[config.mk]
export PLATFORM = sky130hd
export DESIGN_NAME = idStage
export DESIGN_NICKNAME = d
export VERILOG_FILES = /design/src/rtl/idPkg.sv /design/src/rtl/idInterfaces.sv /design/src/rtl/instDecoder.sv /design/src/rtl/operandFetch.sv /design/src/rtl/idExReg.sv /design/src/rtl/idStage.sv
export VERILOG_INCLUDE_DIRS = /design/src /design/src/rtl
export SDC_FILE = /design/constraint.sdc
export NUM_CORES = 1
export LEC_CHECK = 0
export BUFFER_PORTS_ARGS = -buffer_cell sky130_fd_sc_hd__buf_4
export CORE_MARGIN = 10
export CORE_UTILIZATION = 43
export CTS_CLUSTER_SIZE = 16
export DETAILED_ROUTE_END_ITERATION = 7
export PLACE_DENSITY = 0.79
export SLEW_MARGIN = 5
export SYNTH_ARGS = -nofsm -noshare
export SYNTH_HDL_FRONTEND = slang
export SYNTH_SLANG_ARGS = --single-unit
[constraint.sdc]
create_clock -name clk -period 2 [get_ports clk]
set_clock_uncertainty 0.05 [all_clocks]
set_input_delay 0.4 -clock clk [delete_from_list [all_inputs] [get_ports clk]]
set_output_delay 0.4 -clock clk [all_outputs]
set_load 0.05 [all_outputs]
[src/rtl/mips_consts.svh]
`ifndef MIPS_CONSTS_SVH
`define MIPS_CONSTS_SVH

////////////////////////////////////////////////////////////////////////
// field widths
////////////////////////////////////////////////////////////////////////
`define WORD_W      32
`define REG_ADDR_W  5
`define OP_W        6
`define FUNCT_W     6
`define IMM_W       16
`define SHAMT_W     5

////////////////////////////////////////////////////////////////////////
// primary opcodes, inst[31:26]
////////////////////////////////////////////////////////////////////////
`define OP_SPECIAL  6'b000000   // R-type, decoded further by funct
`define OP_ORI      6'b001101
`define OP_ANDI     6'b001100
`define OP_XORI     6'b001110
`define OP_LUI      6'b001111
`define OP_ADDI     6'b001000
`define OP_ADDIU    6'b001001
`define OP_SLTI     6'b001010
`define OP_SLTIU    6'b001011

// function codes under OP_SPECIAL, inst[5:0]
`define FN_SLL      6'b000000
`define FN_SRL      6'b000010
`define FN_SRA      6'b000011
`define FN_SLLV     6'b000100
`define FN_SRLV     6'b000110
`define FN_SRAV     6'b000111
`define FN_MOVZ     6'b001010
`define FN_MOVN     6'b001011
`define FN_ADD      6'b100000
`define FN_ADDU     6'b100001
`define FN_SUB      6'b100010
`define FN_SUBU     6'b100011
`define FN_AND      6'b100100
`define FN_OR       6'b100101
`define FN_XOR      6'b100110
`define FN_NOR      6'b100111
`define FN_SLT      6'b101010
`define FN_SLTU     6'b101011

`endif

[src/rtl/idPkg.sv]
`default_nettype none

`include "mips_consts.svh"

package idPkg;

    typedef logic [`WORD_W-1:0]     wordT;
    typedef logic [`REG_ADDR_W-1:0] regAddrT;
    typedef logic [`WORD_W-1:0]     instT;

    // codes are fixed, the EX stage decodes them by value
    typedef enum logic [3:0] {
        ALU_NOP  = 4'd0,
        ALU_OR   = 4'd1,
        ALU_AND  = 4'd2,
        ALU_XOR  = 4'd3,
        ALU_NOR  = 4'd4,
        ALU_SLL  = 4'd5,
        ALU_SRL  = 4'd6,
        ALU_SRA  = 4'd7,
        ALU_ADD  = 4'd8,
        ALU_ADDU = 4'd9,
        ALU_SUB  = 4'd10,
        ALU_SUBU = 4'd11,
        ALU_SLT  = 4'd12,
        ALU_SLTU = 4'd13,
        ALU_MOVN = 4'd14,
        ALU_MOVZ = 4'd15
    } aluOpT;

    // how the 32-bit immediate is formed
    typedef enum logic [2:0] {
        IMM_NONE,       // immediate reads as zero
        IMM_ZERO_EXT,
        IMM_SIGN_EXT,
        IMM_UPPER,      // lui, field in bits 31:16
        IMM_SHAMT       // shift amount, zero-extended
    } immKindT;

    typedef enum logic [1:0] {
        WR_NEVER,
        WR_ALWAYS,
        WR_IF_NONZERO,  // movn
        WR_IF_ZERO      // movz
    } writeKindT;

endpackage

`default_nettype wire

[src/rtl/idInterfaces.sv]
`default_nettype none

`include "mips_consts.svh"

// decoder to operand fetch, what the instruction needs
interface decodeCtrlIf;
    import idPkg::*;

    aluOpT                  aluOp;
    logic                   readEn1;
    logic                   readEn2;
    immKindT                immKind;
    logic [`IMM_W-1:0]      immField;   // raw inst[15:0]
    logic [`SHAMT_W-1:0]    shamtField; // raw inst[10:6]
    writeKindT              writeKind;
    regAddrT                writeAddr;
    logic                   instValid;

    modport dec (
        output aluOp, readEn1, readEn2, immKind, immField, shamtField,
        output writeKind, writeAddr, instValid
    );

    modport fetch (
        input aluOp, readEn1, readEn2, immKind, immField, shamtField,
        input writeKind, writeAddr, instValid
    );
endinterface

// resolved bundle into the ID/EX register
interface idExBus;
    import idPkg::*;

    aluOpT      aluOp;
    wordT       opNum1;
    wordT       opNum2;
    logic       writeReg;
    regAddrT    writeAddr;
    logic       instValid;

    modport src (output aluOp, opNum1, opNum2, writeReg, writeAddr, instValid);
    modport dst (input aluOp, opNum1, opNum2, writeReg, writeAddr, instValid);
endinterface

`default_nettype wire

[src/rtl/instDecoder.sv]
`default_nettype none

`include "mips_consts.svh"

module instDecoder (
    input  idPkg::instT     inst,
    output idPkg::regAddrT  readAddr1,
    output idPkg::regAddrT  readAddr2,
    decodeCtrlIf.dec        ctrl
);
    import idPkg::*;

    logic [`OP_W-1:0]       op;
    logic [`REG_ADDR_W-1:0] rs;
    logic [`REG_ADDR_W-1:0] rt;
    logic [`REG_ADDR_W-1:0] rd;
    logic [`SHAMT_W-1:0]    shamt;
    logic [`FUNCT_W-1:0]    funct;

    logic                   isImm;      // I-type form, writes rt
    logic                   isReg;      // R-type form, reads both
    writeKindT              regWrite;   // write rule for the R-type form

    assign op    = inst[31:26];
    assign rs    = inst[25:21];
    assign rt    = inst[20:16];
    assign rd    = inst[15:11];
    assign shamt = inst[10:6];
    assign funct = inst[5:0];

    // addresses go out even when the read is off
    assign readAddr1 = rs;
    assign readAddr2 = rt;

    assign ctrl.immField   = inst[15:0];
    assign ctrl.shamtField = shamt;

    always_comb
    begin
        //////////////////////////////////////////////////////////////////////
        // defaults give a NOP, each valid form overrides
        //////////////////////////////////////////////////////////////////////
        ctrl.aluOp     = ALU_NOP;
        ctrl.readEn1   = 1'b0;
        ctrl.readEn2   = 1'b0;
        ctrl.immKind   = IMM_NONE;
        ctrl.writeKind = WR_NEVER;
        ctrl.writeAddr = rd;
        ctrl.instValid = 1'b0;
        isImm          = 1'b0;
        isReg          = 1'b0;
        regWrite       = WR_ALWAYS;

        case (op)
            `OP_ORI:   begin ctrl.aluOp = ALU_OR;   ctrl.immKind = IMM_ZERO_EXT; isImm = 1'b1; end
            `OP_ANDI:  begin ctrl.aluOp = ALU_AND;  ctrl.immKind = IMM_ZERO_EXT; isImm = 1'b1; end
            `OP_XORI:  begin ctrl.aluOp = ALU_XOR;  ctrl.immKind = IMM_ZERO_EXT; isImm = 1'b1; end
            `OP_LUI:   begin ctrl.aluOp = ALU_OR;   ctrl.immKind = IMM_UPPER;    isImm = 1'b1; end
            `OP_ADDI:  begin ctrl.aluOp = ALU_ADD;  ctrl.immKind = IMM_SIGN_EXT; isImm = 1'b1; end
            `OP_ADDIU: begin ctrl.aluOp = ALU_ADDU; ctrl.immKind = IMM_SIGN_EXT; isImm = 1'b1; end
            `OP_SLTI:  begin ctrl.aluOp = ALU_SLT;  ctrl.immKind = IMM_SIGN_EXT; isImm = 1'b1; end
            `OP_SLTIU: begin ctrl.aluOp = ALU_SLTU; ctrl.immKind = IMM_SIGN_EXT; isImm = 1'b1; end
            `OP_SPECIAL:
            begin
                case (shamt)
                    '0:
                    begin
                        isReg = 1'b1;           // cleared again if funct is unknown
                        case (funct)
                            `FN_OR:   ctrl.aluOp = ALU_OR;
                            `FN_AND:  ctrl.aluOp = ALU_AND;
                            `FN_XOR:  ctrl.aluOp = ALU_XOR;
                            `FN_NOR:  ctrl.aluOp = ALU_NOR;
                            `FN_SLLV: ctrl.aluOp = ALU_SLL;
                            `FN_SRLV: ctrl.aluOp = ALU_SRL;
                            `FN_SRAV: ctrl.aluOp = ALU_SRA;
                            `FN_ADD:  ctrl.aluOp = ALU_ADD;
                            `FN_ADDU: ctrl.aluOp = ALU_ADDU;
                            `FN_SUB:  ctrl.aluOp = ALU_SUB;
                            `FN_SUBU: ctrl.aluOp = ALU_SUBU;
                            `FN_SLT:  ctrl.aluOp = ALU_SLT;
                            `FN_SLTU: ctrl.aluOp = ALU_SLTU;
                            `FN_MOVN:
                            begin
                                ctrl.aluOp = ALU_MOVN;
                                regWrite   = WR_IF_NONZERO;
                            end
                            `FN_MOVZ:
                            begin
                                ctrl.aluOp = ALU_MOVZ;
                                regWrite   = WR_IF_ZERO;
                            end
                            default: isReg = 1'b0;  // hi/lo ops land here too
                        endcase
                    end
                    default: ;                  // nonzero shamt is not an R-type op
                endcase
            end
            default: ;                          // unknown or dropped opcode
        endcase

        if (isImm)
        begin
            ctrl.readEn1   = 1'b1;
            ctrl.writeKind = WR_ALWAYS;
            ctrl.writeAddr = rt;
            ctrl.instValid = 1'b1;
        end

        if (isReg)
        begin
            ctrl.readEn1   = 1'b1;
            ctrl.readEn2   = 1'b1;
            ctrl.writeKind = regWrite;
            ctrl.instValid = 1'b1;
        end

        // shift by shamt, needs op and rs both zero
        if ({op, rs} == '0)
        begin
            case (funct)
                `FN_SLL,
                `FN_SRL,
                `FN_SRA:
                begin
                    ctrl.aluOp     = (funct == `FN_SLL) ? ALU_SLL :
                                     (funct == `FN_SRL) ? ALU_SRL : ALU_SRA;
                    ctrl.readEn1   = 1'b0;
                    ctrl.readEn2   = 1'b1;
                    ctrl.immKind   = IMM_SHAMT;
                    ctrl.writeKind = WR_ALWAYS;
                    ctrl.instValid = 1'b1;
                end
                default: ;
            endcase
        end
    end

endmodule

`default_nettype wire

[src/rtl/operandFetch.sv]
`default_nettype none

`include "mips_consts.svh"

module operandFetch (
    decodeCtrlIf.fetch  ctrl,
    input idPkg::wordT  regData1,
    input idPkg::wordT  regData2,
    idExBus.src         bus
);
    import idPkg::*;

    localparam int PadW      = `WORD_W - `IMM_W;
    localparam int ShamtPadW = `WORD_W - `SHAMT_W;

    wordT imm;
    logic rtZero;

    ////////////////////////////////////////////////////////////////////////
    // immediate build
    ////////////////////////////////////////////////////////////////////////
    always_comb
    begin
        case (ctrl.immKind)
            IMM_ZERO_EXT: imm = {{PadW{1'b0}}, ctrl.immField};
            IMM_SIGN_EXT: imm = {{PadW{ctrl.immField[`IMM_W-1]}}, ctrl.immField};
            IMM_UPPER:    imm = {ctrl.immField, {PadW{1'b0}}};
            IMM_SHAMT:    imm = {{ShamtPadW{1'b0}}, ctrl.shamtField};
            default:      imm = '0;
        endcase
    end

    // disabled read port takes the immediate
    assign bus.opNum1 = ctrl.readEn1 ? regData1 : imm;
    assign bus.opNum2 = ctrl.readEn2 ? regData2 : imm;

    ////////////////////////////////////////////////////////////////////////
    // write enable, movn/movz depend on rt data
    ////////////////////////////////////////////////////////////////////////
    assign rtZero = (regData2 == '0);

    always_comb
    begin
        case (ctrl.writeKind)
            WR_ALWAYS:     bus.writeReg = 1'b1;
            WR_IF_NONZERO: bus.writeReg = !rtZero;
            WR_IF_ZERO:    bus.writeReg = rtZero;
            default:       bus.writeReg = 1'b0;
        endcase
    end

    assign bus.aluOp     = ctrl.aluOp;
    assign bus.writeAddr = ctrl.writeAddr;
    assign bus.instValid = ctrl.instValid;

endmodule

`default_nettype wire

[src/rtl/idExReg.sv]
`default_nettype none

module idExReg (
    input  logic            clk,
    input  logic            rstN,
    idExBus.dst             bus,
    output idPkg::aluOpT    exAluOp,
    output idPkg::wordT     exOpNum1,
    output idPkg::wordT     exOpNum2,
    output logic            exWriteReg,
    output idPkg::regAddrT  exWriteAddr,
    output logic            exInstValid
);
    import idPkg::*;

    ////////////////////////////////////////////////////////////////////////
    // ID/EX stage register, one instruction per edge, no stall
    ////////////////////////////////////////////////////////////////////////
    always_ff @(posedge clk or negedge rstN)
    begin
        if (!rstN)
        begin
            // NOP bundle
            exAluOp     <= ALU_NOP;
            exOpNum1    <= '0;
            exOpNum2    <= '0;
            exWriteReg  <= 1'b0;
            exWriteAddr <= '0;
            exInstValid <= 1'b0;
        end
        else
        begin
            exAluOp     <= bus.aluOp;
            exOpNum1    <= bus.opNum1;
            exOpNum2    <= bus.opNum2;
            exWriteReg  <= bus.writeReg;
            exWriteAddr <= bus.writeAddr;
            exInstValid <= bus.instValid;   // low marks an illegal instruction
        end
    end

endmodule

`default_nettype wire

[src/rtl/idStage.sv]
`default_nettype none

module idStage (
    input  logic            clk,
    input  logic            rstN,
    input  idPkg::instT     inst,

    // register file read side, data comes back in the same cycle
    input  idPkg::wordT     regData1,
    input  idPkg::wordT     regData2,
    output logic            readEn1,
    output idPkg::regAddrT  readAddr1,
    output logic            readEn2,
    output idPkg::regAddrT  readAddr2,

    // towards EX
    output idPkg::aluOpT    exAluOp,
    output idPkg::wordT     exOpNum1,
    output idPkg::wordT     exOpNum2,
    output logic            exWriteReg,
    output idPkg::regAddrT  exWriteAddr,
    output logic            exInstValid
);

    decodeCtrlIf ctrlBus ();
    idExBus      exBus ();

    instDecoder uDecoder (
        .inst       (inst),
        .readAddr1  (readAddr1),
        .readAddr2  (readAddr2),
        .ctrl       (ctrlBus.dec)
    );

    operandFetch uFetch (
        .ctrl       (ctrlBus.fetch),
        .regData1   (regData1),
        .regData2   (regData2),
        .bus        (exBus.src)
    );

    idExReg uIdEx (
        .clk         (clk),
        .rstN        (rstN),
        .bus         (exBus.dst),
        .exAluOp     (exAluOp),
        .exOpNum1    (exOpNum1),
        .exOpNum2    (exOpNum2),
        .exWriteReg  (exWriteReg),
        .exWriteAddr (exWriteAddr),
        .exInstValid (exInstValid)
    );

    // read enables are combinational from inst
    assign readEn1 = ctrlBus.readEn1;
    assign readEn2 = ctrlBus.readEn2;

endmodule

`default_nettype wire

==> impl_metrics.csv, run 1 <==
group,metric,value,unit
status,status,"complete, no violations",
global_routing,grt_pass1_vias,3018,
logic_synthesis,syn_nets,346,
detailed_routing,vias,2888,
global_routing,antenna_found_initial,0,
floorplan,ios,185,
timing,worst_slack,0.0225,ps
timing,clock.fmax,0.500,GHz
global_routing,track_usage,0.204,
power,powerDensity,682,mW/mm²
logic_synthesis,synth_cell_type_count,42,
floorplan,row_count,31,
detailed_routing,dr.first_iter.drc_count,166,
setup_path,worst_ep_arrival_time,1550,ps
setup_path,critical_path.top_delay_family,"simple AND/OR/NAND/NOR gates",
placed_design,place.gp.congestion,0.870,
setup_path,crit_slowest_cell,"nor4_4",
timing,rsz0062_at_grt,"true",
placed_design,port_buffers,184,
setup_path,critPathLaunch,"inst[29]",
power,p_int,2.40,mW
final_layout,design_area,0.00492,mm²
detailed_routing,wl,11.6,mm
final_layout,layout.nets,546,
cts,cts_buffers,9,
floorplan,initial_core_util,0.436,
setup_path,slowest_delay,280,ps
floorplan,coreArea,0.00718,mm²
setup_path,worstSetupStartpointType,"input port",
timing,post-route-period-util,1.00,
detailed_routing,vias_per_cell,5.23,
power,power_frac_seq,0.468,
global_routing,grt_pass1_wl,17.6,mm
cts,clk_path_buf_depth,2,
power,p_sw,0.952,mW
floorplan,die_x,105,µm
timing,relSlewSlack,0.579,
setup_path,worst_path_most_repeated_cell,"buf_8",
final_layout,area_growth,57.2,%
final_layout,layout-drive-gt1-share,0.536,
final_layout,final_common_cell,"buf_4",
logic_synthesis,yosys_warnings,0,
detailed_routing,route.detailed.drc,0,
placed_design,pre_cts_ws,-94.6,ps
cts,h-tree-depth,3,
cts,clk_pin_slew,80,ps
setup_path,crit_type,"in2out",
logic_synthesis,ys_ff_latch,75,
power,leakagePower,2.61,nW
worst_hold_path,min_path_cells,2,
cts,cts-root-buf,"clkbuf_8",
floorplan,die_h,105,µm
setup_path,path_buf_inv,2,
setup_path,required,1550,ps
setup_path,cp.depth,6,
detailed_routing,antenna_left,0,
power,clkPwrFrac,0.337,
setup_path,end_kind,"output pin",
logic_synthesis,postSynthAreaPerCell,12.6,µm²
timing,fin_hold_ws,212,ps
cts,cts.sinks,75,
global_routing,grt_max_degree,41,
floorplan,dieArea,0.0111,mm²
worst_hold_path,hp-class,"in2reg",
timing,slew_violations,0,
worst_hold_path,min_from,"regData1[24]",
timing,fin_crit,2000,ps
timing,worst_pin_slew,632,ps
cts,tritoncts,"done",
logic_synthesis,yosysSeqAreaShare,0.600,
placed_design,hpwl,9.43,mm
power,power,3.36,mW
power,swShare,0.284,
timing,setup_viol,0,
logic_synthesis,syn_area,0.00313,mm²
setup_path,cp_cell_sequence,"buf_8 > nor4_4 > nand4_1 > nor3_2 > or2_4 > buf_8",
detailed_routing,drt-wirelength-per-cell,20.9,µm
job,max_cap_violations,0,
final_layout,antenna_cells,0,
setup_path,path_max_fanout,3,
detailed_routing,first_pass_iters,4,
placed_design,place_area,0.00465,mm²
logic_synthesis,netlist_instances,248,
placed_design,dp.cells,530,
global_routing,grt_overflow,0,
final_layout,final_cells,552,
final_layout,layout_common_cells,"buf_4, dfrtp_1, and2_1, a22o_1, a221o_1",
timing,finalHoldViolCount,0,
power,pwr-share-comb,0.195,
power,peakVddDrop,376,µV
==> area by class of cell <==
| type | count | area (µm²) |
|---|---|---|
| Clock buffer | 10 | 128 |
| Clock inverter | 6 | 66.3 |
| Fill cell | 553 | 2260 |
| Inverter | 2 | 7.51 |
| Multi-Input combinational cell | 143 | 1050 |
| Sequential cell | 75 | 1880 |
| Tap cell | 99 | 124 |
| Timing Repair Buffer | 217 | 1670 |
==> through the flow <==
| step | setup TNS [ps] | utilization |
|---|---|---|
| 6_report | 0 | 0.685 |
| 5_1_grt | -147 | 0.685 |
| 4_1_cts | 0 | 0.679 |
| 3_5_place_dp | -682 | 0.648 |
| 3_3_place_gp | -348 | 0.648 |
| 2_1_floorplan | 0 | - |
==> cells by family (layout without fill, tap and decap cells) <==
family                    after synthesis  in the layout  share of synthesized area
xor gates and xnor gates                2              2                    0.00560
muxes                                   5              5                     0.0180
and+or+nand+nor                        76             76                      0.153
DFF                                    75             75                      0.600
AOI/OAI and AO/OA                      60             60                      0.158
buffers and inverters                  30            235                     0.0656
==> synth_stat cells, drive strengths merged <==
master | number | area (µm²)
dfrtp | 75 | 1880
and2 | 29 | 181
a22o | 22 | 193
buf | 22 | 175
a221o | 15 | 150
nor4 | 12 | 90.1
nor2 | 7 | 33.8
clkbuf | 6 | 22.5
nor3 | 6 | 40.0
a21oi | 5 | 25.0
mux2 | 5 | 56.3
o21ai | 5 | 25.0
nand2 | 4 | 15.0
nand4 | 4 | 31.3
a21o | 3 | 22.5
nand2b | 3 | 18.8
nand3 | 3 | 15.0
and3 | 2 | 12.5
inv | 2 | 7.51
o22ai | 2 | 12.5
or2 | 2 | 12.5
xor2 | 2 | 17.5
a211o | 1 | 10.0
a21boi | 1 | 7.51
a2bb2oi | 1 | 8.76
a31oi | 1 | 6.26
a32oi | 1 | 8.76
nor2b | 1 | 6.26
o221ai | 1 | 8.76
o31ai | 1 | 7.51
o32ai | 1 | 8.76
or3 | 1 | 6.26
or3b | 1 | 8.76
or4 | 1 | 7.51
==> power groups by stage <==
stage	clock, mW	sequential (mW)	combinational [mW]
after floorplan	0	1.75	0.155
after global placement	0	1.60	0.645
after detailed placement	0	1.60	0.653
after CTS	1.16	1.57	0.657
after global routing	1.23	1.57	0.696
final	1.13	1.57	0.655
==> sequential cells by signal, indices dropped and copies added, names as in the netlist <==
name / cells
uIdEx.exAluOp: 4
uIdEx.exInstValid: 1
uIdEx.exOpNum1: 32
uIdEx.exOpNum2: 32
uIdEx.exWriteAddr: 5
uIdEx.exWriteReg: 1
==> metal layers <==
metal	vias to the layer above	track usage	wire, µm
li1	1304	-	-
met1	1407	0.235	4160
met2	169	0.347	6020
met3	8	0.0670	1270
met4	0	0.0686	116
met5	-	0	0
==> repair_timing <==
action | 4_1_cts | 5_1_grt
endpoints found under the hold margin | 39 | 0
endpoints found under the setup margin | 2 | 2
hold buffers | 1 | 0
gates resized for setup | 3 | 4
setup buffers | 1 | 4
pin swaps | 1 | 5
==> final timing paths <==
path,slack (ps),endpoint
max,0.02,readEn1
min,210,uIdEx.exOpNum1[24]
max in group asynchronous,810,uIdEx.exOpNum1[29]
min in group asynchronous,510,uIdEx.exInstValid
Note: power is estimated with default switching activity, not from simulation.
==> run 2, diff against run 1 <==
CELL_PAD_IN_SITES_DETAIL_PLACEMENT = 1   (was unset)
CELL_PAD_IN_SITES_GLOBAL_PLACEMENT = 1   (was unset)
CORE_UTILIZATION = 34   (was 43)
SYNTH_HIERARCHICAL = 1   (was unset)
clock period = 2.11 ns   (was 2 ns; I/O delays follow)
==> impl_metrics.csv, run 2 <==
group,metric,value,unit
status,status,"finished with violations",
status,violations,"setup timing",
final_layout,layout_common_cells,"buf_4, dfrtp_1, nand2_1, mux2_2, o21ai_0",
timing,clock.fmax,0.472,GHz
logic_synthesis,netlist_instances,351,
floorplan,coreArea,0.0109,mm²
setup_path,critPathLaunch,"inst[27]",
placed_design,dp.cells,654,
logic_synthesis,synth_top_area_share,0.488,
timing,worst_slack,-7.94,ps
logic_synthesis,synthFlopType,"dfrtp_1",
placed_design,place.gp.congestion,0.834,
final_layout,antenna_cells,0,
logic_synthesis,yosysMostFrequentCell,"dfrtp_1",
final_layout,final_cells,672,
detailed_routing,drt-wirelength-per-cell,21.9,µm
detailed_routing,antenna_left,0,
timing,fin_crit,2120,ps
timing,slew_violations,0,
global_routing,grt_pass1_wl,22.4,mm
cts,cts_buffers,9,
final_layout,design_area,0.00575,mm²
power,powerDensity,655,mW/mm²
setup_path,endpoint,"readEn1",
global_routing,grt_max_degree,40,
detailed_routing,wl,14.7,mm
logic_synthesis,syn_nets,449,
setup_path,crit_type,"in2out",
cts,tritoncts,"done",
timing,relSlewSlack,0.656,
global_routing,grt_pass1_vias,3775,
floorplan,initial_core_util,0.351,
logic_synthesis,synth-edff-count,0,
floorplan,die_h,126,µm
timing,rsz0062_at_grt,"true",
logic_synthesis,synth_cell_type_count,52,
detailed_routing,route.detailed.drc,0,
final_layout,layout.nets,625,
job,max_cap_violations,0,
logic_synthesis,yosys_warnings,6,
placed_design,port_buffers,184,
placed_design,hpwl,11.6,mm
cts,cts.sinks,75,
power,peakVddDrop,444,µV
detailed_routing,vias_per_cell,4.95,
detailed_routing,first_pass_iters,4,
setup_path,path_max_fanout,3,
final_layout,final_common_cell,"buf_4",
timing,worst_pin_slew,516,ps
timing,setup_viol,2,
cts,clk_path_buf_depth,2,
setup_path,required,1640,ps
timing,finalHoldViolCount,0,
final_layout,layout-drive-gt1-share,0.573,
logic_synthesis,ys_ff_latch,75,
timing,setup_tns,-12.7,ps
global_routing,grt.busiest_layer,"met2",
setup_path,worstSetupStartpointType,"input port",
global_routing,grtUsageMet1,0.208,
final_layout,area_growth,49.7,%
timing,fin_hold_ws,1.33,ps
logic_synthesis,yosys.area.top_type,"dfrtp_1",
floorplan,row_count,38,
global_routing,grt_overflow,0,
final_layout,post-route-util,0.526,
cts,clk_pin_slew,60,ps
detailed_routing,dr.first_iter.drc_count,271,
power,leakagePower,3.01,nW
floorplan,dieArea,0.0160,mm²
logic_synthesis,postSynthAreaPerCell,10.9,µm²
global_routing,grt_util_met3,0.0537,
global_routing,globalRouteMet2Util,0.307,
setup_path,worst_ep_arrival_time,1650,ps
logic_synthesis,yosysSeqAreaShare,0.488,
detailed_routing,vias,3324,
global_routing,antenna_found_initial,0,
timing,post-route-period-util,1.00,
cts,h-tree-depth,3,
floorplan,ios,185,
final_layout,top_regs,"uIdEx/exOpNum1: 32 flops, uIdEx/exOpNum2: 32 flops, uIdEx/exWriteAddr: 5 flops",
placed_design,place_area,0.00539,mm²
floorplan,die_x,126,µm
setup_path,end_kind,"output pin",
logic_synthesis,postSynth.asyncResetShare,1.00,
cts,hold_buffers,0,
logic_synthesis,syn_area,0.00384,mm²
logic_synthesis,yosys-top-cells-area,"dfrtp_1, mux2_2, buf_4",
logic_synthesis,yosys-top-cells-count,"dfrtp_1, buf_4, nand2_1, mux2_2, o21ai_0",
cts,cts-root-buf,"clkbuf_16",
worst_hold_path,hp-class,"in2async",
global_routing,track_usage,0.177,
run 2: where the power goes:
part | total (mW) | internal, mW | leakage, nW | switching, mW
clock | 1.44 | 0.804 | 0.130 | 0.634
combinational | 0.812 | 0.320 | 1.86 | 0.492
sequential | 1.51 | 1.50 | 1.01 | 0.0188
run 2: cell type report:
cell class,count,area (µm²)
tap,140,175
timing repair buffer,227,1810
fill,1224,5180
sequential,75,1880
multi-input combinational,203,1570
clock inverter,5,38.8
clock buffer,11,233
inverter,11,41.3
run 2: worst min-delay path by stage:
stage                                   to  depth (start not counted)  startpoint
after floorplan           uIdEx/exAluOp[0]                          0        rstN
after global placement    uIdEx/exAluOp[0]                          1        rstN
after detailed placement  uIdEx/exAluOp[1]                          1        rstN
after CTS                 uIdEx/exAluOp[1]                          1        rstN
after global routing      uIdEx/exAluOp[0]                          1        rstN
final                     uIdEx/exAluOp[0]                          1        rstN
run 2: what timing repair did:
action	CTS	global route
pin swaps	4	3
endpoints found under the setup margin	2	32
setup buffers	2	0
resized for setup	11	4
run 2: logic make-up (layout without fill, tap and decap cells):
| kind of cell | count (synthesis) | in the layout | synth area share |
|---|---|---|---|
| DFF | 75 | 75 | 0.488 |
| buffers and inverters | 73 | 254 | 0.126 |
| muxes | 47 | 47 | 0.134 |
| xor gates and xnor gates | 2 | 2 | 0.00456 |
| and+or+nand+nor | 87 | 87 | 0.123 |
| AOI/OAI and AO/OA | 67 | 67 | 0.124 |
run 2: through the flow:
| stage | worst slack, ps | total power [mW] |
|---|---|---|
| after floorplan | -286 | 1.99 |
| after detailed placement | -287 | 2.34 |
| after global routing | -60.8 | 3.90 |
| after CTS | -45.5 | 3.80 |
| final | -7.94 | 3.77 |
| after global placement | -240 | 2.33 |
run 2: worst max-delay path: stages:
cell and delay (ps):
buf_8 100, nor4_4 290, buf_4 170, nand4_4 80, a211o_4 340, nand2_8 100
buf_8 150
run 2: layer usage:
layer / share of wire / wire length [µm]
met4: 0.011 / 159
met3: 0.077 / 1140
met5: 0 / 0
met1: 0.40 / 5900
met2: 0.51 / 7510
